`config.mk`:
```
export PLATFORM = sky130hd
export DESIGN_NAME = decodeUnit
export DESIGN_NICKNAME = d
export VERILOG_FILES = /design/src/coreDefs.sv /design/src/decodeUnit.sv
export SDC_FILE = /design/constraint.sdc
export NUM_CORES = 1
export LEC_CHECK = 0
export ABC_AREA = 1
export BUFFER_PORTS_ARGS = -buffer_cell sky130_fd_sc_hd__buf_4
export CORE_MARGIN = 1
export CORE_UTILIZATION = 52
export DETAILED_ROUTE_END_ITERATION = 12
export PLACE_DENSITY = 0.93
export SYNTH_ARGS = -nofsm -noshare
export SYNTH_HDL_FRONTEND = slang
export SYNTH_SLANG_ARGS = --single-unit
```
`constraint.sdc`:
```
create_clock -name vclk -period 2.7
set_input_delay 0 -clock vclk [all_inputs]
set_output_delay 0 -clock vclk [all_outputs]
set_load 0.02 [all_outputs]
```
`src/coreDefs.sv`:
```
package coreDefs;

  // ====================================================================
  // Widths
  // ====================================================================
  localparam int XLEN       = 32;  // Data and address width
  localparam int REG_ADDR_W = 4;
  localparam int NUM_REGS   = 16;
  localparam int OPC_W      = 5;
  localparam int IMM_W      = 16;  // Immediate field before extension

  // ====================================================================
  // Instruction field positions
  // ====================================================================
  localparam int OPC_LSB   = 27;  // Opcode in bits 31..27
  localparam int IMM_BIT   = 26;  // Operand B comes from the immediate
  localparam int RD_LSB    = 22;
  localparam int RS1_LSB   = 18;
  localparam int RS2_LSB   = 14;
  localparam int MOD_U_BIT = 16;  // Zero-filled immediate
  localparam int MOD_H_BIT = 17;  // Immediate in the upper half
  localparam int OFFSET_W  = 27;  // Branch offset in words

  // Opcode encodings, anything else decodes as nop
  typedef enum logic [OPC_W-1:0] {
    OP_ADD = 5'b00000,
    OP_SUB = 5'b00001,
    OP_CMP = 5'b00101,
    OP_AND = 5'b00110,
    OP_OR  = 5'b00111,
    OP_NOT = 5'b01000,
    OP_MOV = 5'b01001,
    OP_LSL = 5'b01010,
    OP_LSR = 5'b01011,
    OP_ASR = 5'b01100,
    OP_NOP = 5'b01101,
    OP_BEQ = 5'b10000,
    OP_BGT = 5'b10001,
    OP_B   = 5'b10010
  } opcodeT;

  // ALU operation carried down the pipe
  typedef enum logic [3:0] {
    ALU_ADD,
    ALU_SUB,
    ALU_CMP,
    ALU_AND,
    ALU_OR,
    ALU_NOT,
    ALU_MOV,
    ALU_LSL,
    ALU_LSR,
    ALU_ASR,
    ALU_NONE
  } aluOpT;

  typedef enum logic [1:0] {
    BR_NONE,
    BR_EQ,
    BR_GT,
    BR_ALWAYS
  } brKindT;

endpackage

```
`src/decodeUnit.sv`:
```
`timescale 1ns/1ps

module decodeUnit import coreDefs::*; (
  input  logic [XLEN-1:0]       instr,
  input  logic [XLEN-1:0]       pc,
  output logic [REG_ADDR_W-1:0] rdAddr1,
  output logic [REG_ADDR_W-1:0] rdAddr2,
  output logic [REG_ADDR_W-1:0] rd,
  output aluOpT                 aluOp,
  output brKindT                brKind,
  output logic                  immSel,
  output logic                  writeEn,
  output logic [XLEN-1:0]       imm,
  output logic [XLEN-1:0]       branchTarget
);

  opcodeT              opcode;
  logic                isAluOp;
  logic [IMM_W-1:0]    imm16;
  logic                modU;
  logic                modH;
  logic [OFFSET_W-1:0] offset;
  logic [XLEN-1:0]     offsetBytes;

  assign opcode  = opcodeT'(instr[XLEN-1:OPC_LSB]);
  assign rd      = instr[RD_LSB +: REG_ADDR_W];
  assign rdAddr1 = instr[RS1_LSB +: REG_ADDR_W];
  assign rdAddr2 = instr[RS2_LSB +: REG_ADDR_W];

  // Opcode to controls
  always_comb begin
    aluOp  = ALU_NONE;
    brKind = BR_NONE;
    case (opcode)
      OP_ADD:  aluOp = ALU_ADD;
      OP_SUB:  aluOp = ALU_SUB;
      OP_CMP:  aluOp = ALU_CMP;
      OP_AND:  aluOp = ALU_AND;
      OP_OR:   aluOp = ALU_OR;
      OP_NOT:  aluOp = ALU_NOT;
      OP_MOV:  aluOp = ALU_MOV;
      OP_LSL:  aluOp = ALU_LSL;
      OP_LSR:  aluOp = ALU_LSR;
      OP_ASR:  aluOp = ALU_ASR;
      OP_BEQ:  brKind = BR_EQ;
      OP_BGT:  brKind = BR_GT;
      OP_B:    brKind = BR_ALWAYS;
      default: aluOp = ALU_NONE;  // nop and every dropped opcode
    endcase
  end

  assign isAluOp = (aluOp != ALU_NONE);
  assign writeEn = isAluOp && (aluOp != ALU_CMP);  // cmp only touches flags
  assign immSel  = isAluOp && instr[IMM_BIT];

  // Immediate extension with the u and h modifiers
  assign imm16 = instr[IMM_W-1:0];
  assign modU  = instr[MOD_U_BIT];
  assign modH  = instr[MOD_H_BIT];

  always_comb begin
    case ({modH, modU})
      2'b01:   imm = {{(XLEN-IMM_W){1'b0}}, imm16};
      2'b10:   imm = {imm16, {(XLEN-IMM_W){1'b0}}};
      default: imm = {{(XLEN-IMM_W){imm16[IMM_W-1]}}, imm16};  // Plain or both set
    endcase
  end

  // Word offset, sign extended and scaled to bytes
  assign offset       = instr[OFFSET_W-1:0];
  assign offsetBytes  = {{(XLEN-OFFSET_W-2){offset[OFFSET_W-1]}}, offset, 2'b00};
  assign branchTarget = pc + offsetBytes;

endmodule

```
* After elaboration in Yosys (flattened, before gate mapping)
Cells that the tools add are included.
** Cells by class
- Add/subtract/negate cells :: 1
- Equality and inequality tests :: 16
- Multiplexer cells :: 3
- Reduce and logical (&&, ||, !) cells :: 3
** Operators by type and width (number)
- $pmux 32 s2 :: 1
- $pmux 4 s10 :: 1
- $add 32x32->32 :: 1
- $eq 5x4->1 const B :: 5
- $eq 5x3->1 const B :: 3
- $eq 5x5->1 const B :: 3
- $pmux 2 s3 :: 1
- $eq 5x1->1 const B :: 1
- $logic_not 5->1 :: 1
- $ne 4x2->1 const B :: 1
- $ne 4x4->1 const B :: 1
- $eq 2x1->1 const B :: 1
- $eq 2x2->1 const B :: 1
- $logic_and 1x1->1 :: 2
** Storage, ports and cells
- Flip-flop bits (word level) :: 0
- Input port bits :: 64
- Output and inout bits :: 84
- Logic and storage cells :: 23

* Depth between registers and ports, before layout
- Depth after elaboration :: 4
- Depth in mapped cells :: 12
- Mapped depth without buffers :: 12

* Worst setup path after synthesis
Ideal clock, no wire load.
- Path kind :: in2out
- Start point :: input instr[0]
- End point :: output branchTarget[14]
- Data arrival time :: 1436 ps
- Data required time :: 2700 ps
- Slack :: 1264 ps
- Stages on the path :: 9
- Path buffers :: 0
- Cell sequence :: ha_1 -> inv_1 -> fa_1 -> inv_1 -> nand3_1 -> nand3_1 -> nand3_1 -> nand3_2 -> xor2_1
** On the way
- Cells in the longest elaborated chain, start to end :: 1
** RTL lines
- from (decl) :: RTL line decodeUnit.sv:4 : input logic [XLEN-1:0] instr,
- $add 32x32->32 :: RTL line decodeUnit.sv:72 : assign branchTarget = pc + offsetBytes;
- to (decl) :: RTL line decodeUnit.sv:14 : output logic [XLEN-1:0] branchTarget
No other way between the ends.

* Worst setup path after layout
- Start point :: input instr[0]
- End point :: output branchTarget[26]
The elaborated chain is that of the path after synthesis.

==> flow_metrics.env <==
export IMPL_status="completed"
export IMPL_synth_avg_cell_area_um2=4.96
export IMPL_regArea_um2=0
export IMPL_critPathMaxFanout=4
export IMPL_ys_types=30
export IMPL_synth_adder_area_share=0.148
export IMPL_grt_pass1_vias=3299
export IMPL_worst_slew_pin_slew_ns=0.946
export IMPL_mostFrequentLayoutCells="nand2_1, buf_4, inv_1"
export IMPL_final_common_cell="nand2_1"
export IMPL_peakVddDrop_mv=0.183
export IMPL_pwr_share_seq=0
export IMPL_min_path_type="in2out"
export IMPL_synth_top_family_by_area="simple AND/OR/NAND/NOR gates"
export IMPL_path_class="in2out"
export IMPL_p_per_area_mw_per_mm2=281
export IMPL_cts_repair_resized=0
export IMPL_dieHeight_um=74.9
export IMPL_synthMuxAreaShare=0
export IMPL_grt_antenna_before_repair=0
export IMPL_track_usage=0.300
export IMPL_dieArea_mm2=0.00561
export IMPL_synth_fp_nets=653
export IMPL_via_per_inst=5.07
export IMPL_synth_compound_gate_area_share=0.0992
export IMPL_fin_ws_ns=0.910
export IMPL_maxSlewViolCount=0
export IMPL_drv_cap=0
export IMPL_synth_xor_area_frac=0.0444
export IMPL_setup_viol=0
export IMPL_grt_pass1_wl_um=13500
export IMPL_period_share=0.663
export IMPL_io_buffers=144
export IMPL_wl_per_cell_um=11.7
export IMPL_route_detailed_drc=0
export IMPL_die_w_um=74.9
export IMPL_fillerInstances=451
export IMPL_max_stage_delay_ns=0.40
export IMPL_sw_frac_of_total=0.602
export IMPL_vias=3826
export IMPL_drive_above_1_share=0.257
export IMPL_crit_chain="buf_4, ha_1, inv_1, fa_1, inv_1, nand3_1, nand3_1, nand2_1, nand2_1, nand2_1, nand3_1, nand2_1, nand2_1, buf_4"
export IMPL_rsz0062_at_grt="false"
export IMPL_cp_common_cell="nand2_1"
export IMPL_gr_total_overflow=0
export IMPL_fmax_mhz=559
export IMPL_first_iter_violations=312
export IMPL_syn_inst=557
export IMPL_antenna_cells=0
export IMPL_clkbuf_count=0
export IMPL_period_minus_slack_ns=1.79
export IMPL_wirelength_um=8860
export IMPL_area_growth_pct=38.1
export IMPL_place_ws_ns=0.957
export IMPL_ctsHoldBuffers=0
export IMPL_nets=782
export IMPL_synth_simple_gate_area_share=0.504
export IMPL_total_power_uw=1070
export IMPL_leakage_uw=0.00252
export IMPL_row_count=26
export IMPL_dr_pass1_iters=5
export IMPL_cp_slowest_cell="fa_1"
export IMPL_slew_headroom=0.367
export IMPL_crit_arrival_ns=1.79
export IMPL_combPwrFrac=1.000
export IMPL_io_pins=148
export IMPL_ant_nets=0
export IMPL_clkPwrFrac=0
export IMPL_yosysSeqAreaShare=0
export IMPL_design_seq_count=0
export IMPL_dp_hpwl_um=7690
export IMPL_endpoint_kind="primary output"
export IMPL_grt_max_degree=17
export IMPL_start_util=0.541
export IMPL_tns_ns=0
export IMPL_fp_coreArea_mm2=0.00511
export IMPL_synth_area_mm2=0.00276
export IMPL_post_cts_buffers=0
export IMPL_power_switching_uw=645
export IMPL_required_ns=2.70
export IMPL_cp_start_kind="primary input"
export IMPL_place_gp_congestion=0.922
export IMPL_hold_viol=0
export IMPL_synth_warnings=0
export IMPL_p_int_uw=427
## synthesized netlist by cell type (all sizes together) (2+ instances only)
cell type  count  area, µm²
clkbuf         2       7.51
nand4          6       37.5
nor3           3       30.0
ha            31        388
o21ai         17       85.1
nor2          64        268
xor2          12        105
buf           15        109
a21oi         22        114
nand3         32        185
o21bai         7       60.1
inv          120        450
xnor2          2       17.5
nand2        216        838
## stage by stage
step / cell area [µm²] / hold slack (ns) / std cells / utilization
after global routing: 3810 / 0.0000387 / 754 / 0.747
after floorplan: 2760 / 0.0794 / 557 / -
after global placement: 3810 / 0.000137 / 754 / 0.747
after detailed placement: 3810 / 0.000137 / 754 / 0.747
final: 3810 / 0.00000881 / 754 / 0.747
after CTS: 3810 / 0.000137 / 754 / 0.747
## cell families after synthesis
kind of cell,count (synthesis)
and+or+nand+nor,326
AOI/OAI and AO/OA,48
xor gates and xnor gates,14
adders and majority gates,32
buffers and inverters,137
## cell type report
type / count / area, µm² / area share
Tap cell: 70 / 87.6 / 0.0230
Multi-Input combinational cell: 420 / 2200 / 0.576
Inverter: 120 / 450 / 0.118
Timing Repair Buffer: 144 / 1080 / 0.283
## critical path, delay by kind of cell
family / cells / cell delay, ns
simple gates: 8 / 0.75
fa+ha+maj: 2 / 0.64
buf+inv: 4 / 0.39
## final timing paths
kind	from	end	cells past startpoint
setup / recovery	instr[0]	branchTarget[26]	14
hold / removal	pc[0]	branchTarget[0]	0
## power by group through the flow
stage	logic [µW]	registers, µW	clock network (µW)
after global placement	1040	0	0
final	1070	0	0
after detailed placement	1060	0	0
after CTS	1060	0	0
after floorplan	661	0	0
after global routing	1170	0	0
## metal layers
metal,wire length [µm],global-route usage
met3,752,0.0281
met2,4410,0.569
met4,121,0.0461
met1,3580,0.370
met5,0,0
Power figures use the tool's default switching activity.
