[config.mk]
export PLATFORM = sky130hd
export DESIGN_NAME = regFile
export DESIGN_NICKNAME = d
export VERILOG_FILES = /design/src/coreDefs.sv /design/src/regFile.sv
export SDC_FILE = /design/constraint.sdc
export NUM_CORES = 1
export LEC_CHECK = 0
export BUFFER_PORTS_ARGS = -buffer_cell sky130_fd_sc_hd__buf_2
export CAP_MARGIN = 20
export CORE_ASPECT_RATIO = 1.4
export CORE_MARGIN = 3
export CORE_UTILIZATION = 30
export DETAILED_ROUTE_END_ITERATION = 10
export PLACE_DENSITY = 0.56
export SETUP_SLACK_MARGIN = 0.2
export SYNTH_ARGS = -nofsm -noshare
export SYNTH_HDL_FRONTEND = slang
export SYNTH_SLANG_ARGS = --single-unit
export TNS_END_PERCENT = 30
[constraint.sdc]
create_clock -name clk -period 31.6 [get_ports clk]
set_input_delay 3.16 -clock clk [delete_from_list [all_inputs] [get_ports clk]]
set_output_delay 3.16 -clock clk [all_outputs]
set_load 0.05 [all_outputs]
[src/coreDefs.sv]
package coreDefs;

  // ====================================================================
  // Widths
  // ====================================================================
  localparam int XLEN       = 32;  // Data and address width
  localparam int REG_ADDR_W = 4;
  localparam int NUM_REGS   = 16;
  localparam int OPC_W      = 5;
  localparam int IMM_W      = 16;  // Immediate field before extension

  // ====================================================================
  // Instruction field positions
  // ====================================================================
  localparam int OPC_LSB   = 27;  // Opcode in bits 31..27
  localparam int IMM_BIT   = 26;  // Operand B comes from the immediate
  localparam int RD_LSB    = 22;
  localparam int RS1_LSB   = 18;
  localparam int RS2_LSB   = 14;
  localparam int MOD_U_BIT = 16;  // Zero-filled immediate
  localparam int MOD_H_BIT = 17;  // Immediate in the upper half
  localparam int OFFSET_W  = 27;  // Branch offset in words

  // Opcode encodings, anything else decodes as nop
  typedef enum logic [OPC_W-1:0] {
    OP_ADD = 5'b00000,
    OP_SUB = 5'b00001,
    OP_CMP = 5'b00101,
    OP_AND = 5'b00110,
    OP_OR  = 5'b00111,
    OP_NOT = 5'b01000,
    OP_MOV = 5'b01001,
    OP_LSL = 5'b01010,
    OP_LSR = 5'b01011,
    OP_ASR = 5'b01100,
    OP_NOP = 5'b01101,
    OP_BEQ = 5'b10000,
    OP_BGT = 5'b10001,
    OP_B   = 5'b10010
  } opcodeT;

  // ALU operation carried down the pipe
  typedef enum logic [3:0] {
    ALU_ADD,
    ALU_SUB,
    ALU_CMP,
    ALU_AND,
    ALU_OR,
    ALU_NOT,
    ALU_MOV,
    ALU_LSL,
    ALU_LSR,
    ALU_ASR,
    ALU_NONE
  } aluOpT;

  typedef enum logic [1:0] {
    BR_NONE,
    BR_EQ,
    BR_GT,
    BR_ALWAYS
  } brKindT;

endpackage

[src/regFile.sv]
`timescale 1ns/1ps

module regFile import coreDefs::*; (
  input  logic                  clk,
  input  logic                  rst,
  input  logic [REG_ADDR_W-1:0] rdAddr1,
  input  logic [REG_ADDR_W-1:0] rdAddr2,
  input  logic                  wrEn,
  input  logic [REG_ADDR_W-1:0] wrAddr,
  input  logic [XLEN-1:0]       wrData,
  output logic [XLEN-1:0]       rdData1,
  output logic [XLEN-1:0]       rdData2
);

  logic [XLEN-1:0] regs [NUM_REGS];

  // Reads see the old value during a write, no bypass
  assign rdData1 = regs[rdAddr1];
  assign rdData2 = regs[rdAddr2];

  always_ff @(posedge clk or posedge rst) begin
    if (rst) begin
      for (int i = 0; i < NUM_REGS; i++) begin
        regs[i] <= '0;
      end
    end else if (wrEn) begin
      regs[wrAddr] <= wrData;
    end
  end

endmodule

# Word level (Yosys, flattened, before mapping)
# Index checks and enable logic that the tools add are counted.
[op_classes]
n_lt_le_gt_ge = 4
mux = 9
bitwise_logic = 3
reduce_logical = 1
[ops]
columns = ["operator", "count"]
rows = [
  ["$bwmux W512", 1],
  ["$bmux W32 S4", 2],
  ["$mux W32", 5],
  ["$demux W32 S4", 1],
  ["$ge A5 B5 Y1 const B", 3],
  ["$not A4 Y5", 3],
  ["$lt A5 B1 Y1 const B", 1],
  ["$logic_and A1 B1 Y1", 1],
]
[word_totals]
regBits = 512
in_bits = 47
out_inout_bits = 64
word_cells = 33

# Logic depth before layout (Yosys ltp)
# Gate-level depths: netlist (run 1).
[depth]
ltp_word = 6
ltp_mapped = 5
mapped_depth_nobuf = 3

# Least setup slack after synthesis (run 1)
# OpenSTA, ideal clock, no wires.
[synth_timing]
path_kind = "input-to-output"
start = "in rdAddr1[0]"
end = "out rdData1[11]"
arrival_time_ps = 4713
t_required_ps = 28440
setup_slack_ps = 23727
stages = 5
n_path_buf = 2
cell_sequence = "buf_2 > buf_2 > mux4_2 > a22oi_1 > nand2_1"
[synth_via]
elab_chain_cells = 4
[synth_rtl]
columns = ["element", "line", "rtl"]
rows = [
  ["start, declared", "regFile.sv:6", "input logic [REG_ADDR_W-1:0] rdAddr1,"],
  ["$not A4 Y5 (implied by the code)", "regFile.sv:18", "assign rdData1 = regs[rdAddr1];"],
  ["$bmux W32 S4", "regFile.sv:18", ""],
  ["$mux W32 (implied by the code) (2 in a row)", "regFile.sv:18", ""],
  ["end, declared", "regFile.sv:11", "output logic [XLEN-1:0] rdData1,"],
]
# Every way passes these cells. The select of a mux whose other input is x is not followed.

# Worst setup path in the final report (run 1)
[layout_timing]
start = "in rdAddr2[0]"
end = "out rdData2[16]"
[layout_via]
elab_chain_cells = 4
[layout_rtl]
columns = ["element", "line", "rtl"]
rows = [
  ["start, declared", "regFile.sv:7", "input logic [REG_ADDR_W-1:0] rdAddr2,"],
  ["$not A4 Y5 (implied by the code)", "regFile.sv:19", "assign rdData2 = regs[rdAddr2];"],
  ["$bmux W32 S4", "regFile.sv:19", ""],
  ["$mux W32 (implied by the code) (2 in a row)", "regFile.sv:19", ""],
  ["end, declared", "regFile.sv:12", "output logic [XLEN-1:0] rdData2"],
]
# Every way passes these cells. The select of a mux whose other input is x is not followed.

==> flow_summary.yaml, run 1 <==
global_route:
  grt_max_degree: 137
  grt-ovfl-total: 0
  grt_pass1_vias: 17800
  gr-usage-all-layers_pct: 16.9
  antenna_found_initial: 12
  grt_pass1_wl_mm: 116
floorplan:
  placementRows: 128
  die_w_um: 257
  die_area_um2: 92000
  start_util_pct: 30.3
  core_um2: 87300
  io_pins: 111
  die_h_um: 358
yosys:
  netlist.area_leader.share_pct: 48.4
  async_flop_share_pct: 100
  synthCells: 1677
  synth_edf_count: 0
  synth_area_leaders: "dfrtp_1, mux4_2, mux2_2"
  yosysMostFrequentCell: "dfrtp_1"
  synth_area_leader_cell: "dfrtp_1"
  synth_seq_cells: 512
  syn_area_um2: 26500
  synth_commonest_cells: "dfrtp_1, mux2_2, mux4_2"
  ys_warn_count: 0
  ys_types: 20
  ys_seq_area_share_pct: 48.4
  ys.flop_type: "dfrtp_1"
  syn-mean-instance-area_um2: 15.8
  synth_nets: 1724
clock_tree:
  htreeDepth: 2
  numCtsBuffers: 50
  ctsHoldBuffers: 0
  cts.clk_slew.worst_paths_ns: 0.07
  ctsResizeCount: 0
  cts-root-buf: "clkbuf_16"
  clock_path_buffers: 3
  clk_latency_ns: 0.58
  cts_sinks: 512
  cts_tree: "done"
  cts_setup_buffers: 0
finish:
  multi_input_area_um2: 13000
  num-nets-final: 1752
  drive_above_1_share_pct: 57.9
  fillers: 8355
  reg_top3: "regs: 512 flops"
  ff_latch_area_um2: 12800
  largest_reg_flops: 512
  regMostFlops: "regs"
  areaGrowthSynthToFinish_pct: 12.9
drt:
  vias: 16000
  postRouteAntennaNets: 0
  wire_per_inst_um: 26.7
  dr.pass1.iters: 5
  wirelength_mm: 78.0
  vias_per_cell: 5.48
  drcViolationCount: 0
  drt_iter0_markers: 1032
flow_run:
  cap_violations: 0
setup_path:
  worstPathArrival_ns: 5.87
  cp-end-kind: "output port"
  crit_fanout: 56
  crit_required_ns: 28.44
  startpoint_type: "primary input"
  crit_path_top_delay_cell: "buf_4"
  crit_type: "primary input to output port"
  path_cells: "buf_8 -> buf_4 -> mux4_2 -> a22oi_1 -> nand2_1 -> buf_2"
  worstSetupStartpoint: "rdAddr2[0]"
  critPathMaxStageDelay_ns: 0.85
  r2r-start: "regs[247]"
power:
  p_comb_share_pct: 25.5
  clockPowerShare_pct: 29.9
  power_density_nw_per_um2: 68.7
  p_leak_nw: 12.3
  p_int_w: 0.00144
  p_sw_w: 0.000616
  p_seq_share_pct: 44.6
  p_sw_share_pct: 30.0
  peakVddDrop_uv: 42.6
  power.total_w: 0.00205
placed_design:
  place.detailed.hpwl_mm: 42.2
  place_congestion: 0.734
  portBuffers: 110
sta:
  finClkSkew_ns: 0
  setup_viol: 0
  slew_violations: 0
  final.setup.tns_ns: 0
  fmax_mhz: 111
  period_share_pct: 28.6
  final_hold_viol_count: 0
  rsz0062_at_grt: "false"
  worstMarginPinSlew_ns: 1.03
  slew_headroom_pct: 31.6
  period_needed_ns: 9.03
min_path:
  worstHoldStart: "regs[408]"
  hold_path_class: "flop to flop"
status:
  outcome: "completed"
-- cells in the final DEF (no fill, tap or decap), drive strengths merged --
cell type / instances
a22oi: 128
and2: 2
buf: 148
bufinv: 5
clkbuf: 69
clkinv: 14
clkinvlp: 1
dfrtp: 512
diode: 5
inv: 3
mux2: 512
mux4: 256
nand2: 66
nand2b: 5
nand3: 1
nand3b: 2
nor2: 12
nor2b: 5
nor3b: 1
or3: 2
-- cell type report --
type | instances | share of cell area, %
clock inverters | 22 | 0.883
clock buffers | 69 | 4.62
diodes | 5 | 0.0418
repair buffers | 148 | 3.10
flip-flops and latches | 512 | 42.8
multi-input cells | 992 | 43.6
well taps | 1170 | 4.89
inverters | 1 | 0.0376
-- final timing paths --
check,cells past startpoint,endpoint,slack (ns)
max,6,rdData2[16],22.57
min,1,regs[408],0.51
max reg2reg,1,regs[247],30.78
min reg2reg,1,regs[408],0.51
max in group asynchronous,5,regs[208],26.43
min in group asynchronous,2,regs[474],2.80
-- critical path: cells and delay by family --
family	cells	cell delay (ns)
and+or+nand+nor	1	0.17
muxes	1	0.59
buffers and inverters	3	1.65
AOI/OAI and AO/OA	1	0.26
-- kinds of logic (layout without fill, tap and decap cells) --
kind of cell           count (synthesis)  after routing  synth area share [%]
multiplexers                         768            768                  43.5
flip-flops                           512            512                  48.4
AND/OR/NAND/NOR                       96             96                  1.56
AO/OA/AOI/OAI                        128            128                  3.63
other                                  0              5                     0
buffers and inverters                173            240                  2.92
-- through the flow --
step / cells / utilization, % / instance area (µm²) / setup slack [ns] / hold slack [ns]
after floorplan: 1677 / - / 26500 / 14.14 / 0.470
after global placement: 2820 / 32.3 / 28200 / 22.49 / 0.487
after detailed placement: 2820 / 32.3 / 28200 / 22.48 / 0.494
after CTS: 2911 / 34.2 / 29800 / 22.47 / 0.509
after global routing: 2916 / 34.3 / 29900 / 22.31 / 0.521
final: 2919 / 34.3 / 29900 / 22.57 / 0.508
-- metal layers --
layer | wire length [µm] | up-vias | track usage [%]
li1 | - | 6605 | -
met4 | 3340 | 10 | 6.92
met1 | 31600 | 8722 | 21.1
met2 | 38200 | 492 | 28.7
met3 | 4820 | 174 | 3.38
met5 | 69 | - | 0
-- power by group through the flow --
stage / sequential [W] / clock [W] / combinational, W
after floorplan: 0.000890 / 0 / 0.000426
after global placement: 0.000910 / 0 / 0.000517
after detailed placement: 0.000927 / 0 / 0.000529
after CTS: 0.000915 / 0.000631 / 0.000530
after global routing: 0.000937 / 0.000658 / 0.000560
final: 0.000917 / 0.000613 / 0.000524
(Power assumes the default switching activity.)
==> run 2: changes to the inputs <==
clock period = 9.05 ns   (was 31.6 ns; I/O delays follow)
==> run 2 against run 1 <==
Against the previous run: count of clock-buffer cells in the layout decreased by 1; clock skew did not move; sequential share of layout area hardly changed; combinational power increased to 3.5 times the previous value; final cell count down 0.14%; largest power group unchanged.
==> flow_summary.yaml, run 2 (synthesized netlist as in run 1, its figures left out) <==
clock_tree:
  cts_sinks: 512
  htreeDepth: 2
  cts_setup_buffers: 0
  numCtsBuffers: 49
  clock_path_buffers: 3
  ctsHoldBuffers: 0
  ctsResizeCount: 0
  cts.clk_slew.worst_paths_ns: 0.06
  cts-root-buf: "clkbuf_16"
  clk_latency_ns: 0.58
  cts_tree: "done"
drt:
  wire_per_inst_um: 26.9
  dr.pass1.iters: 5
  postRouteAntennaNets: 0
  drt_iter0_markers: 935
  drcViolationCount: 0
  wirelength_mm: 78.4
  vias_per_cell: 5.45
  vias: 15900
status:
  outcome: "completed"
sta:
  finClkSkew_ns: 0
  worstMarginPinSlew_ns: 1.05
  fmax_mhz: 226
  setup_viol: 0
  slew_headroom_pct: 30.0
  period_needed_ns: 4.42
  rsz0062_at_grt: "false"
  final.setup.tns_ns: 0
  slew_violations: 0
  period_share_pct: 48.8
  final_hold_viol_count: 0
power:
  p_comb_share_pct: 25.2
  p_leak_nw: 12.3
  peakVddDrop_uv: 125
  clockPowerShare_pct: 30.7
  p_sw_share_pct: 29.7
  power.total_w: 0.00726
  p_sw_w: 0.00215
  p_seq_share_pct: 44.1
  power_density_nw_per_um2: 243
  p_int_w: 0.00511
setup_path:
  crit_path_top_delay_cell: "buf_4"
  path_cells: "buf_6 -> buf_4 -> mux4_2 -> a22oi_1 -> nand2_1 -> buf_2"
  critPathMaxStageDelay_ns: 0.81
  r2r-start: "regs[247]"
  crit_fanout: 78
  crit_required_ns: 8.15
  worstSetupStartpoint: "rdAddr2[1]"
  startpoint_type: "primary input"
  crit_type: "primary input to output port"
  cp-end-kind: "output port"
  worstPathArrival_ns: 3.51
flow_run:
  cap_violations: 0
floorplan:
  die_w_um: 257
  start_util_pct: 30.3
  io_pins: 111
  die_h_um: 358
  core_um2: 87300
  die_area_um2: 92000
  placementRows: 128
finish:
  drive_above_1_share_pct: 58.3
  reg_top3: "regs: 512 flops"
  final_common_cell: "dfrtp_1"
  largest_reg_flops: 512
  num-nets-final: 1750
  final_cell_mix: "dfrtp_1, mux2_2, mux4_2"
  regMostFlops: "regs"
  areaGrowthSynthToFinish_pct: 13.1
global_route:
  grt_max_degree: 189
  grt_pass1_wl_mm: 118
  grt-ovfl-total: 0
  antenna_found_initial: 8
  gr-usage-all-layers_pct: 17.1
  grt_pass1_vias: 17800
min_path:
  hold_path_class: "primary input to asynchronous set/reset pin"
placed_design:
  place.detailed.hpwl_mm: 43.8
  portBuffers: 110
  place_congestion: 0.735
[run 2: cell type report]
type	instances	area, µm²
well taps	1170	1460
clock inverters	22	297
inverters	1	7.51
diodes	3	7.51
flip-flops and latches	512	12800
repair buffers	147	893
clock buffers	68	1430
multi-input cells	992	13000
fillers	8322	57300
[run 2: layer usage]
layer	vias to the layer above	routed length [µm]	GRT usage, %
met5	-	55	0
li1	6591	-	-
met1	8807	32500	21.4
met4	8	1910	4.90
met3	115	3990	3.18
met2	358	40000	30.1
[run 2: worst paths after layout]
kind / endpoint / slack, ns / cells past startpoint
worst min-delay path: regs[219] / 0.43 / 2
worst min register to register: regs[380] / 0.52 / 1
min in group clk: regs[380] / 0.52 / 1
worst max register to register: regs[247] / 8.22 / 1
worst max-delay path: rdData2[28] / 4.63 / 6
max in group asynchronous: regs[431] / 6.34 / 4
[run 2: critical path: cells and delay by family]
family | cells | cell delay (ns)
and+or+nand+nor | 1 | 0.15
muxes | 1 | 0.42
AOI/OAI and AO/OA | 1 | 0.22
buffers and inverters | 3 | 1.74
[run 2: power by group through the flow]
stage               registers, W  clock network [W]  logic (W)
global route             0.00327            0.00237    0.00196
detailed placement       0.00324                  0    0.00185
finish                   0.00320            0.00223    0.00183
CTS                      0.00319            0.00229    0.00185
global placement         0.00317                  0    0.00181
floorplan                0.00311                  0    0.00149
[run 2: metrics by stage]
stage	worst slack, ns	instances	cell area (µm²)	util [%]	hold slack [ns]
after floorplan	1.19	1677	26500	-	0.470
after global placement	4.47	2821	28200	32.3	0.480
after detailed placement	4.51	2821	28200	32.3	0.503
after CTS	4.50	2911	29900	34.3	0.413
after global routing	4.33	2912	29900	34.3	0.464
final	4.63	2915	29900	34.3	0.427
