File: config.mk
export PLATFORM = sky130hd
export DESIGN_NAME = aluUnit
export DESIGN_NICKNAME = d
export VERILOG_FILES = /design/src/coreDefs.sv /design/src/aluUnit.sv
export SDC_FILE = /design/constraint.sdc
export NUM_CORES = 1
export LEC_CHECK = 0
export ABC_AREA = 1
export ABC_CLOCK_PERIOD_IN_PS = 2760
export BUFFER_PORTS_ARGS = -buffer_cell sky130_fd_sc_hd__buf_2
export CAP_MARGIN = 15
export CORE_MARGIN = 3
export CORE_UTILIZATION = 40
export DETAILED_ROUTE_END_ITERATION = 8
export SYNTH_ARGS = -nofsm -noshare
export SYNTH_HDL_FRONTEND = slang
export SYNTH_SLANG_ARGS = --single-unit
File: constraint.sdc
create_clock -name vclk -period 2.76
set_clock_uncertainty 0.2 [all_clocks]
set_input_delay 0.276 -clock vclk [all_inputs]
set_output_delay 0.276 -clock vclk [all_outputs]
set_load 0.05 [all_outputs]
File: src/coreDefs.sv
package coreDefs;

  // ====================================================================
  // Widths
  // ====================================================================
  localparam int XLEN       = 32;  // Data and address width
  localparam int REG_ADDR_W = 4;
  localparam int NUM_REGS   = 16;
  localparam int OPC_W      = 5;
  localparam int IMM_W      = 16;  // Immediate field before extension

  // ====================================================================
  // Instruction field positions
  // ====================================================================
  localparam int OPC_LSB   = 27;  // Opcode in bits 31..27
  localparam int IMM_BIT   = 26;  // Operand B comes from the immediate
  localparam int RD_LSB    = 22;
  localparam int RS1_LSB   = 18;
  localparam int RS2_LSB   = 14;
  localparam int MOD_U_BIT = 16;  // Zero-filled immediate
  localparam int MOD_H_BIT = 17;  // Immediate in the upper half
  localparam int OFFSET_W  = 27;  // Branch offset in words

  // Opcode encodings, anything else decodes as nop
  typedef enum logic [OPC_W-1:0] {
    OP_ADD = 5'b00000,
    OP_SUB = 5'b00001,
    OP_CMP = 5'b00101,
    OP_AND = 5'b00110,
    OP_OR  = 5'b00111,
    OP_NOT = 5'b01000,
    OP_MOV = 5'b01001,
    OP_LSL = 5'b01010,
    OP_LSR = 5'b01011,
    OP_ASR = 5'b01100,
    OP_NOP = 5'b01101,
    OP_BEQ = 5'b10000,
    OP_BGT = 5'b10001,
    OP_B   = 5'b10010
  } opcodeT;

  // ALU operation carried down the pipe
  typedef enum logic [3:0] {
    ALU_ADD,
    ALU_SUB,
    ALU_CMP,
    ALU_AND,
    ALU_OR,
    ALU_NOT,
    ALU_MOV,
    ALU_LSL,
    ALU_LSR,
    ALU_ASR,
    ALU_NONE
  } aluOpT;

  typedef enum logic [1:0] {
    BR_NONE,
    BR_EQ,
    BR_GT,
    BR_ALWAYS
  } brKindT;

endpackage

File: src/aluUnit.sv
`timescale 1ns/1ps

module aluUnit import coreDefs::*; (
  input  logic [XLEN-1:0] a,
  input  logic [XLEN-1:0] b,
  input  aluOpT           aluOp,
  output logic [XLEN-1:0] result,
  output logic            cmpGt,
  output logic            cmpEq
);

  localparam int SH_W = $clog2(XLEN);

  logic            subMode;
  logic [XLEN-1:0] bOperand;
  logic [XLEN-1:0] sum;
  logic            overflow;
  logic            lessThan;
  logic            equal;
  logic            isCmp;
  logic [SH_W-1:0] shamt;
  logic            shiftSat;
  logic [XLEN-1:0] shlRes;
  logic [XLEN-1:0] shrRes;
  logic [XLEN-1:0] sraRes;

  // ====================================================================
  // Shared adder/subtractor and compare
  // ====================================================================
  assign subMode  = (aluOp == ALU_SUB) || (aluOp == ALU_CMP);
  assign bOperand = subMode ? ~b : b;
  assign sum      = a + bOperand + XLEN'(subMode);  // Two's complement subtract

  // Signed a < b from the difference sign, corrected for overflow
  assign overflow = (a[XLEN-1] ^ b[XLEN-1]) & (sum[XLEN-1] ^ a[XLEN-1]);
  assign lessThan = sum[XLEN-1] ^ overflow;
  assign equal    = (a == b);

  assign isCmp = (aluOp == ALU_CMP);
  assign cmpEq = isCmp && equal;
  assign cmpGt = isCmp && !lessThan && !equal;

  // ====================================================================
  // Barrel shifter
  // ====================================================================
  assign shamt    = b[SH_W-1:0];
  assign shiftSat = |b[XLEN-1:SH_W];  // Amount of 32 or more

  assign shlRes = shiftSat ? '0 : (a << shamt);
  assign shrRes = shiftSat ? '0 : (a >> shamt);

  always_comb begin
    if (shiftSat) begin
      sraRes = {XLEN{a[XLEN-1]}};  // All sign bits
    end else begin
      sraRes = $signed(a) >>> shamt;
    end
  end

  // Result select
  always_comb begin
    case (aluOp)
      ALU_ADD,
      ALU_SUB,
      ALU_CMP: result = sum;
      ALU_AND: result = a & b;
      ALU_OR:  result = a | b;
      ALU_NOT: result = ~b;  // Unary ops take operand B
      ALU_MOV: result = b;
      ALU_LSL: result = shlRes;
      ALU_LSR: result = shrRes;
      ALU_ASR: result = sraRes;
      default: result = '0;
    endcase
  end

endmodule

# [Word level (Yosys, flattened, before mapping)]
# Index checks and enable logic that the tools add are counted.
[word_totals] regBits=0 latchBits=0 ram_bits=0 romBits=0 out_inout_bits=34 memories=0
[op_classes] addsub=2 mul=0 div_mod_pow=0 magnitude_cmp=0 n_eq_ne=10 n_shift=3 n_mux=5 bitwise=7 reduce_logical=9
[ops] operator="case mux 32 bit (8 select lines)" n=1
[ops] operator="2-to-1 mux 32 bit" n=4
[ops] operator="adder 32 x 1 -> 32 bit" n=1
[ops] operator="adder 32 bit" n=1
[ops] operator="AND 32 bit" n=1
[ops] operator="== test 32 bit" n=1
[ops] operator="NOT 32 bit" n=1
[ops] operator="OR 32 bit" n=1
[ops] operator="left shift 32 x 5 -> 32 bit" n=1
[ops] operator=">> shifter 32 x 5 -> 32 bit" n=1
[ops] operator=">>> shifter 32 x 5 -> 32 bit" n=1
[ops] operator="OR reduction 27 bit" n=1
[ops] operator="== test 4 x 3 -> 1 bit, second input constant" n=4
[ops] operator="== test 4 x 2 -> 1 bit, second input constant" n=2
[ops] operator="== test 4 bit, second input constant" n=2
[ops] operator="== test 4 x 1 -> 1 bit, second input constant" n=1
[ops] operator="logical NOT 4 bit" n=1
[ops] operator="logical AND 1 bit" n=3
[ops] operator="OR reduction 3 bit" n=1
[ops] operator="bitwise XOR 1 bit" n=3
[ops] operator="logical NOT 1 bit" n=2
[ops] operator="AND 1 bit" n=1
[ops] operator="logical OR 1 bit" n=1

# [Depth between registers and ports, before layout]
# Gate-level depths: netlist (run 1).
[logic_depth] word_depth=11 ltp_mapped=20 depth_no_buf=19

# [Least setup slack after synthesis (run 1)]
# Ideal clock, no wire load.
[synth_timing] kind="input-to-output" from="input port b[1]" to="output port result[28]" arrival_ns=2.900 t_required_ns=2.284 setup_slack_ns=-0.616 stages=19 n_path_buf=3 cell_sequence="buf_4 -> inv_2 -> buf_2 -> buf_2 -> xor2_1 -> inv_1 -> fa_1 -> inv_1 -> nand3_1 -> nand2_1 -> inv_1 -> o21ai_0 -> nand2_1 -> nand2_1 -> nand4_1 -> nand2_1 -> nand2_1 -> nand3_1 -> nand3_1"
[synth_via] elab_chain_len=5
[synth_lines] element="start, declared" line_no="aluUnit.sv:5" text="input logic [XLEN-1:0] b,"
[synth_lines] element="NOT 32 bit" line_no="aluUnit.sv:31" text="assign bOperand = subMode ? ~b : b;"
[synth_lines] element="2-to-1 mux 32 bit" line_no="aluUnit.sv:31"
[synth_lines] element="adder 32 bit" line_no="aluUnit.sv:32" text="assign sum = a + bOperand + XLEN'(subMode);"
[synth_lines] element="adder 32 x 1 -> 32 bit" line_no="aluUnit.sv:32"
[synth_lines] element="case mux 32 bit (8 select lines) *" line_no="aluUnit.sv:62" text="case (aluOp)"
[synth_lines] element="end, declared" line_no="aluUnit.sv:7" text="output logic [XLEN-1:0] result,"
# Every way passes the cells marked *; elsewhere a longest branch is shown, timed or not.

# [Worst setup path after layout (run 1)]
[layout_timing] from="input port aluOp[0]" to="output port result[22]"
[layout_via] elab_chain_len=6
[layout_lines] element="start, declared" line_no="aluUnit.sv:6" text="input aluOpT aluOp,"
[layout_lines] element="== test 4 x 1 -> 1 bit or == test 4 x 2 -> 1 bit (tied branches)" line_no="aluUnit.sv:30, aluUnit.sv:62"
[layout_lines] element="logical OR 1 bit" line_no="aluUnit.sv:30" text="assign subMode = (aluOp == ALU_SUB) || (aluOp == ALU_CMP);"
[layout_lines] element="2-to-1 mux 32 bit" line_no="aluUnit.sv:31"
[layout_lines] element="adder 32 bit" line_no="aluUnit.sv:32"
[layout_lines] element="adder 32 x 1 -> 32 bit" line_no="aluUnit.sv:32"
[layout_lines] element="case mux 32 bit (8 select lines) *" line_no="aluUnit.sv:62"
# Marks and branches as above.

==> Implementation_results.wiki, run 1 <==
{| class="wikitable"
! Metric !! Value
|-
| Overall die height || approximately 150 um
|-
| Synthesis warning total || 0
|-
| Post-layout nets || 2098
|-
| Total length of routed wires || 42420 um
|-
| Number of standard cells after synthesis || about 1500
|-
| Number of distinct standard cells referenced by the synthesized netlist || between 50 and 60
|-
| Residual DRC count || 0
|-
| Horizontal die dimension || 149.4 um
|-
| Leading cell type by number of instances after synthesis || nand2_1
|-
| Final Wtd Congestion || 1.022
|-
| Pre-antenna DRT Iters || 6
|-
| # Max-Cap Violations || 0
|-
| Tot GR Track Use || 0.3599
|-
| I/O Buffers || 102
|-
| Fraction of the yosys area taken by sequential cells || 0
|-
| Violated checks || negative setup slack
|-
| Seq cells || 0
|-
| Total count of max-transition violations in the final report || 0
|-
| Dominant cells by area after synthesis || nand2_1, ha_1, o21ai_0, a21oi_1, nand3_1
|-
| Global route total overflow || 0
|-
| Detailed Route Iter0 Violations || about 1100
|-
| DR vias || 12261
|-
| Sum of negative setup slack || -13.72 ns
|-
| Worst Path Arrival || 2.83 ns
|-
| Initial standard-cell utilization of the core || 0.4143
|-
| Count of endpoints failing hold in the final timing report || 0
|-
| Core Region || 19850 sq um
|-
| Top cell type by total area after synthesis || nand2_1
|-
| Max Freq || 0.3024 GHz
|-
| Slew at the pin closest to its max-slew limit || about 0.7 ns
|-
| Final core utilization || 0.6262
|-
| Pin count of the biggest net entering global routing || 77
|-
| Antenna violations before repair || 0
|-
| Worst-path maximum fanout || 26
|-
| Half-perimeter wire length after placement || 35320 um
|-
| Wire length of the first global-routing pass || 62650 um
|-
| Ranking of synthesized cells by instance count || nand2_1, o21ai_0, inv_1, nor2_1, a21oi_1
|-
| Antenna fix cells || 0
|-
| Startpoint-to-endpoint class of the critical path || in -> out
|-
| Critical path buffers and inverters || 4
|-
| Leakage power || 6.410 nW
|-
| Max-slew headroom || 0.5423
|-
| Largest stage delay on the critical path || 0.30 ns
|-
| Final setup violating endpoints || 32
|-
| Clock period minus final worst setup slack || around 3.3 ns
|-
| Worst EP required || approximately 2.3 ns
|-
| Clock Buffer Count || 0
|-
| Status || finished with violations
|-
| Die Outline Area || 22310 sq um
|-
| Slowest-stage cell, CP || ha_1
|-
| Syn_area_per_cell || approximately 5.3 sq um
|-
| Via count of the first global-routing pass || roughly 11000
|-
| Number of fill cells || 2026
|-
| PD cells || between 200 and 250 nW/um^2
|-
| Worst IR drop on VDD || 181.0 uV
|-
| Worst path top cell family by delay || compound AO/OA/AOI/OAI gates
|-
| Proportion of layout cells with a drive suffix above 1 || 0.3408
|-
| ANT nets after route || 0
|-
| Critical Path Source Type || input pin
|-
| Worst hold path class || in -> out
|-
| Power consumption || 2.901 mW
|-
| Post-route clock period utilization || 1.198
|-
| Synth top area share || 0.2136
|-
| Layout-stage area growth over the synthesis result || 51.13%
|-
| Area of the multi-input gates || ~8000 sq um
|-
| Wire length per cell after detailed routing || 19.37 um
|-
| Post-synthesis net count || 1714
|-
| Critical-path cell list || buf_8, inv_4, nand2_2, nand3_4, buf_12, xor2_1, ha_1, a21oi_1, o21ai_0, a21oi_1, o21ai_2, a21oi_2, or2_4, nand3_2, nand3_4, buf_4
|-
| Final worst-path setup slack || -0.5473 ns
|-
| Kind of end point of the critical path || output port
|-
| Pre-CTS setup slack || -0.7516 ns
|-
| Cell area after synthesis || around 8200 sq um
|-
| Post-detailed-route via-to-cell ratio || ~5.6
|-
| CTS Hold Bufs || 0
|-
| Row cnt || 51
|-
| Register area || 0 sq um
|-
| Setup repair after global routing missed its margin || yes
|-
| Ports placed on the boundary || 102
|}
## through the flow
step / hold slack [ns] / cell area [sq um] / std cells
6_report: 0.9874 / 12430 / 2190
5_1_grt: 0.9866 / 12430 / 2190
4_1_cts: 0.9719 / 11950 / 2180
3_5_place_dp: 1.030 / 11510 / 2179
3_3_place_gp: 1.017 / 11510 / 2179
2_1_floorplan: 0.6231 / 8484 / 1543
## worst paths after layout
path,from,end,slack [ns],depth (start not counted)
hold / removal,aluOp[0],cmpEq,0.99,5
setup / recovery,aluOp[0],result[22],-0.55,16
## placed cells by master (no fill, tap or decap), types with 27 or more instances in the layout
master and instances:
nor2_1 108, a21oi_2 27, a21oi_1 80, buf_2 64, ha_1 102, nand2_2 29, o21ai_0 114, o211ai_1 27
o21ai_1 62, buf_4 347, inv_1 117, inv_2 27, nand3_1 66, nand2_1 442, xor2_1 30
## logic make-up (layout without fill, tap and decap cells)
family,count (synthesis),in the layout,synth area share
XOR/XNOR,32,32,0.03408
AO/OA/AOI/OAI,388,388,0.2678
buffers and inverters,227,609,0.1205
adder cells (fa/ha/maj),103,103,0.1576
AND/OR/NAND/NOR,779,779,0.4029
multiplexers,14,14,0.01704
## repair_timing
item                                    in CTS  in global routing
cloned                                       0                  1
endpoints found under the setup margin      34                 34
gates resized for setup                    126                102
pin swaps                                    7                 20
setup buffers                                1                  9
hold endpoints to repair                     0                  0
## power breakdown
part / internal (mW) / total, mW / leakage, nW / switching [mW]
sequential: 0 / 0 / 0 / 0
combinational: 1.18 / 2.90 / 6.41 / 1.72
clock: 0 / 0 / 0 / 0
## final cells by class
type / instances / share of cell area
multi-input combinational: 1316 / 0.6397
timing repair buffer: 458 / 0.2866
inverter: 151 / 0.04702
tap: 265 / 0.02668
## layer usage
| layer | vias to the layer above | track usage | part of all wire |
|---|---|---|---|
| met5 | - | 0 | 0 |
| met3 | 66 | 0.05591 | 0.088 |
| li1 | 5955 | - | - |
| met4 | 0 | 0.08924 | 0.032 |
| met1 | 5690 | 0.5099 | 0.44 |
| met2 | 550 | 0.5706 | 0.44 |
No activity file was read; power rests on OpenSTA's default activity.
==> inputs of run 2 (changes only) <==
--- a/config.mk
+++ b/config.mk
@@ -8,10 +8,10 @@
 export ABC_AREA = 1
 export ABC_CLOCK_PERIOD_IN_PS = 2760
 export BUFFER_PORTS_ARGS = -buffer_cell sky130_fd_sc_hd__buf_2
-export CAP_MARGIN = 15
 export CORE_MARGIN = 3
 export CORE_UTILIZATION = 40
 export DETAILED_ROUTE_END_ITERATION = 8
+export RECOVER_POWER = 25
 export SYNTH_ARGS = -nofsm -noshare
 export SYNTH_HDL_FRONTEND = slang
 export SYNTH_SLANG_ARGS = --single-unit
==> Implementation_results.wiki, run 2 (synthesis results as in run 1) <==
{| class="wikitable"
! Metric !! Value
|-
| Residual DRC count || 0 (unchanged)
|-
| Layout-stage area growth over the synthesis result || 51.06% (was 51.13%)
|-
| Commonest cells after routing, fill and taps aside || nand2_1, buf_4, inv_1, o21ai_0, nor2_1 (unchanged)
|-
| Leakage power || 6.408 nW (was 6.410 nW)
|-
| Proportion of layout cells with a drive suffix above 1 || 0.3408 (unchanged)
|-
| Worst-path maximum fanout || 26 (unchanged)
|-
| I/O Buffers || 102 (unchanged)
|-
| Die Outline Area || 22310 sq um (unchanged)
|-
| Power consumption || 2.900 mW (was 2.901 mW)
|-
| Critical-path cell list || buf_8, inv_4, nand2_2, nand3_4, buf_12, xor2_1, ha_1, a21oi_1, o21ai_0, a21oi_1, o21ai_2, a21oi_2, or2_4, nand3_2, nand3_4, buf_4 (unchanged)
|-
| Max Freq || 0.3024 GHz (about the same)
|-
| DR vias || 12263 (was 12261)
|-
| Ports placed on the boundary || 102 (unchanged)
|-
| Register area || 0 sq um (unchanged)
|-
| Status || finished with violations (unchanged)
|-
| Horizontal die dimension || 149.4 um (unchanged)
|-
| Final worst-path setup slack || -0.5472 ns (was -0.5473 ns)
|-
| Global route total overflow || 0 (unchanged)
|-
| Initial standard-cell utilization of the core || 0.4143 (unchanged)
|-
| Slowest-stage cell, CP || ha_1 (unchanged)
|-
| Startpoint-to-endpoint class of the critical path || in -> out (unchanged)
|-
| Detailed Route Iter0 Violations || 1068 (unchanged)
|-
| Antenna fix cells || 0 (unchanged)
|-
| Worst Path Arrival || 2.83 ns (about the same)
|-
| Pre-antenna DRT Iters || 5 (was 6)
|-
| Met2 wire len || 18800 um (about the same)
|-
| Dpl cells || 2179 (unchanged)
|-
| Wire length of the first global-routing pass || 62650 um (unchanged)
|-
| Largest stage delay on the critical path || 0.30 ns (about the same)
|-
| Total count of max-transition violations in the final report || 0 (unchanged)
|-
| Critical path buffers and inverters || 4 (unchanged)
|-
| Post-route clock period utilization || 1.198 (about the same)
|-
| Final Wtd Congestion || 1.022 (unchanged)
|-
| Antenna violations before repair || 0 (unchanged)
|-
| Worst hold path class || in -> out (unchanged)
|-
| Pin count of the biggest net entering global routing || 77 (unchanged)
|-
| Violated checks || negative setup slack (unchanged)
|-
| Worst path top cell family by delay || compound AO/OA/AOI/OAI gates (unchanged)
|-
| Total length of routed wires || 42420 um (about the same)
|-
| Uppermost signal routing layer after detailed routing || met4 (unchanged)
|-
| Pre-CTS setup slack || -0.7516 ns (unchanged)
|-
| Via count of the first global-routing pass || 11278 (unchanged)
|-
| Critical Path Source Type || input pin (unchanged)
|-
| Clock Buffer Count || 0 (unchanged)
|-
| Final setup violating endpoints || 32 (unchanged)
|-
| Row cnt || 51 (unchanged)
|-
| Wire length per cell after detailed routing || 19.37 um (about the same)
|-
| Slew at the pin closest to its max-slew limit || 0.6874 ns (was 0.6865 ns)
|-
| Tot GR Track Use || 0.3599 (unchanged)
|-
| Non-filler instance count after layout || 2190 (unchanged)
|-
| Kind of end point of the critical path || output port (unchanged)
|-
| Worst IR drop on VDD || 181.0 uV (unchanged)
|-
| # Max-Cap Violations || 0 (unchanged)
|-
| Count of endpoints failing hold in the final timing report || 0 (unchanged)
|-
| Post-detailed-route via-to-cell ratio || 5.600 (was 5.599)
|-
| Half-perimeter wire length after placement || 35320 um (unchanged)
|-
| Post-layout nets || 2098 (unchanged)
|-
| PD cells || 233.5 nW/um^2 (was 233.4 nW/um^2)
|-
| Overall die height || 149.4 um (unchanged)
|-
| Met1 layer wirelength in the final routing || 18540 um (was 18530 um)
|-
| Detailed-routed wire length on met3 || 3719 um (was 3714 um)
|-
| Worst EP required || 2.28 ns (about the same)
|-
| Max-slew headroom || 0.5417 (was 0.5423)
|-
| Leading cell type in the layout, fill and taps excluded || nand2_1 (unchanged)
|-
| Core Region || 19850 sq um (unchanged)
|-
| Setup repair after global routing missed its margin || yes (unchanged)
|-
| Clock period minus final worst setup slack || 3.307 ns (about the same)
|-
| Seq cells || 0 (unchanged)
|-
| ANT nets after route || 0 (unchanged)
|}
==> run 2: cell counts in the layout (fill, tap and decap cells not counted) <==
Identical to the previous run, type by type.
==> run 2: worst paths after layout <==
path	from	to	slack, ns	cells after the start
max	aluOp[0]	result[22]	-0.55	16
min	aluOp[0]	cmpEq	0.99	5
==> run 2: power by group <==
group,internal [mW],switching [mW]
logic,1.18,1.72
registers,0,0
clock network,0,0
==> run 2: stage by stage <==
| step | TNS, ns | hold WS (ns) | util | instance area (sq um) |
|---|---|---|---|---|
| final | -13.78 | 0.9874 | 0.6259 | 12420 |
| after global routing | -17.51 | 0.9866 | 0.6259 | 12420 |
| after CTS | -12.95 | 0.9719 | 0.6020 | 11950 |
| after detailed placement | -18.93 | 1.030 | 0.5799 | 11510 |
| after global placement | -17.27 | 1.017 | 0.5799 | 11510 |
| after floorplan | -0.9568 | 0.6231 | - | 8484 |
==> run 2: worst min-delay path, stage by stage <==
cell and delay [ns]:
buf_8 0.09, buf_4 0.11, nor3_1 0.08, nor3b_2 0.16, clkbuf_4 0.20
==> run 2: routing by layer <==
metal | vias to the layer above | track usage
li1 | 5954 | -
met1 | 5690 | 0.5099
met2 | 557 | 0.5706
met3 | 62 | 0.05591
met4 | 0 | 0.08924
met5 | - | 0
==> run 2: timing repair <==
action | in CTS | in global routing
setup endpoints to repair | 34 | 34
setup buffers | 1 | 9
cloned | 0 | 1
pin swaps | 7 | 20
hold buffers | 0 | 0
resized for setup | 126 | 102
==> run 2: area by class of cell <==
| cell class | instances | area (sq um) |
|---|---|---|
| timing repair buffer | 458 | 3557 |
| tap | 265 | 331.6 |
| multi-input combinational | 1316 | 7949 |
| fill | 2027 | 7423 |
| inverter | 151 | 584.3 |
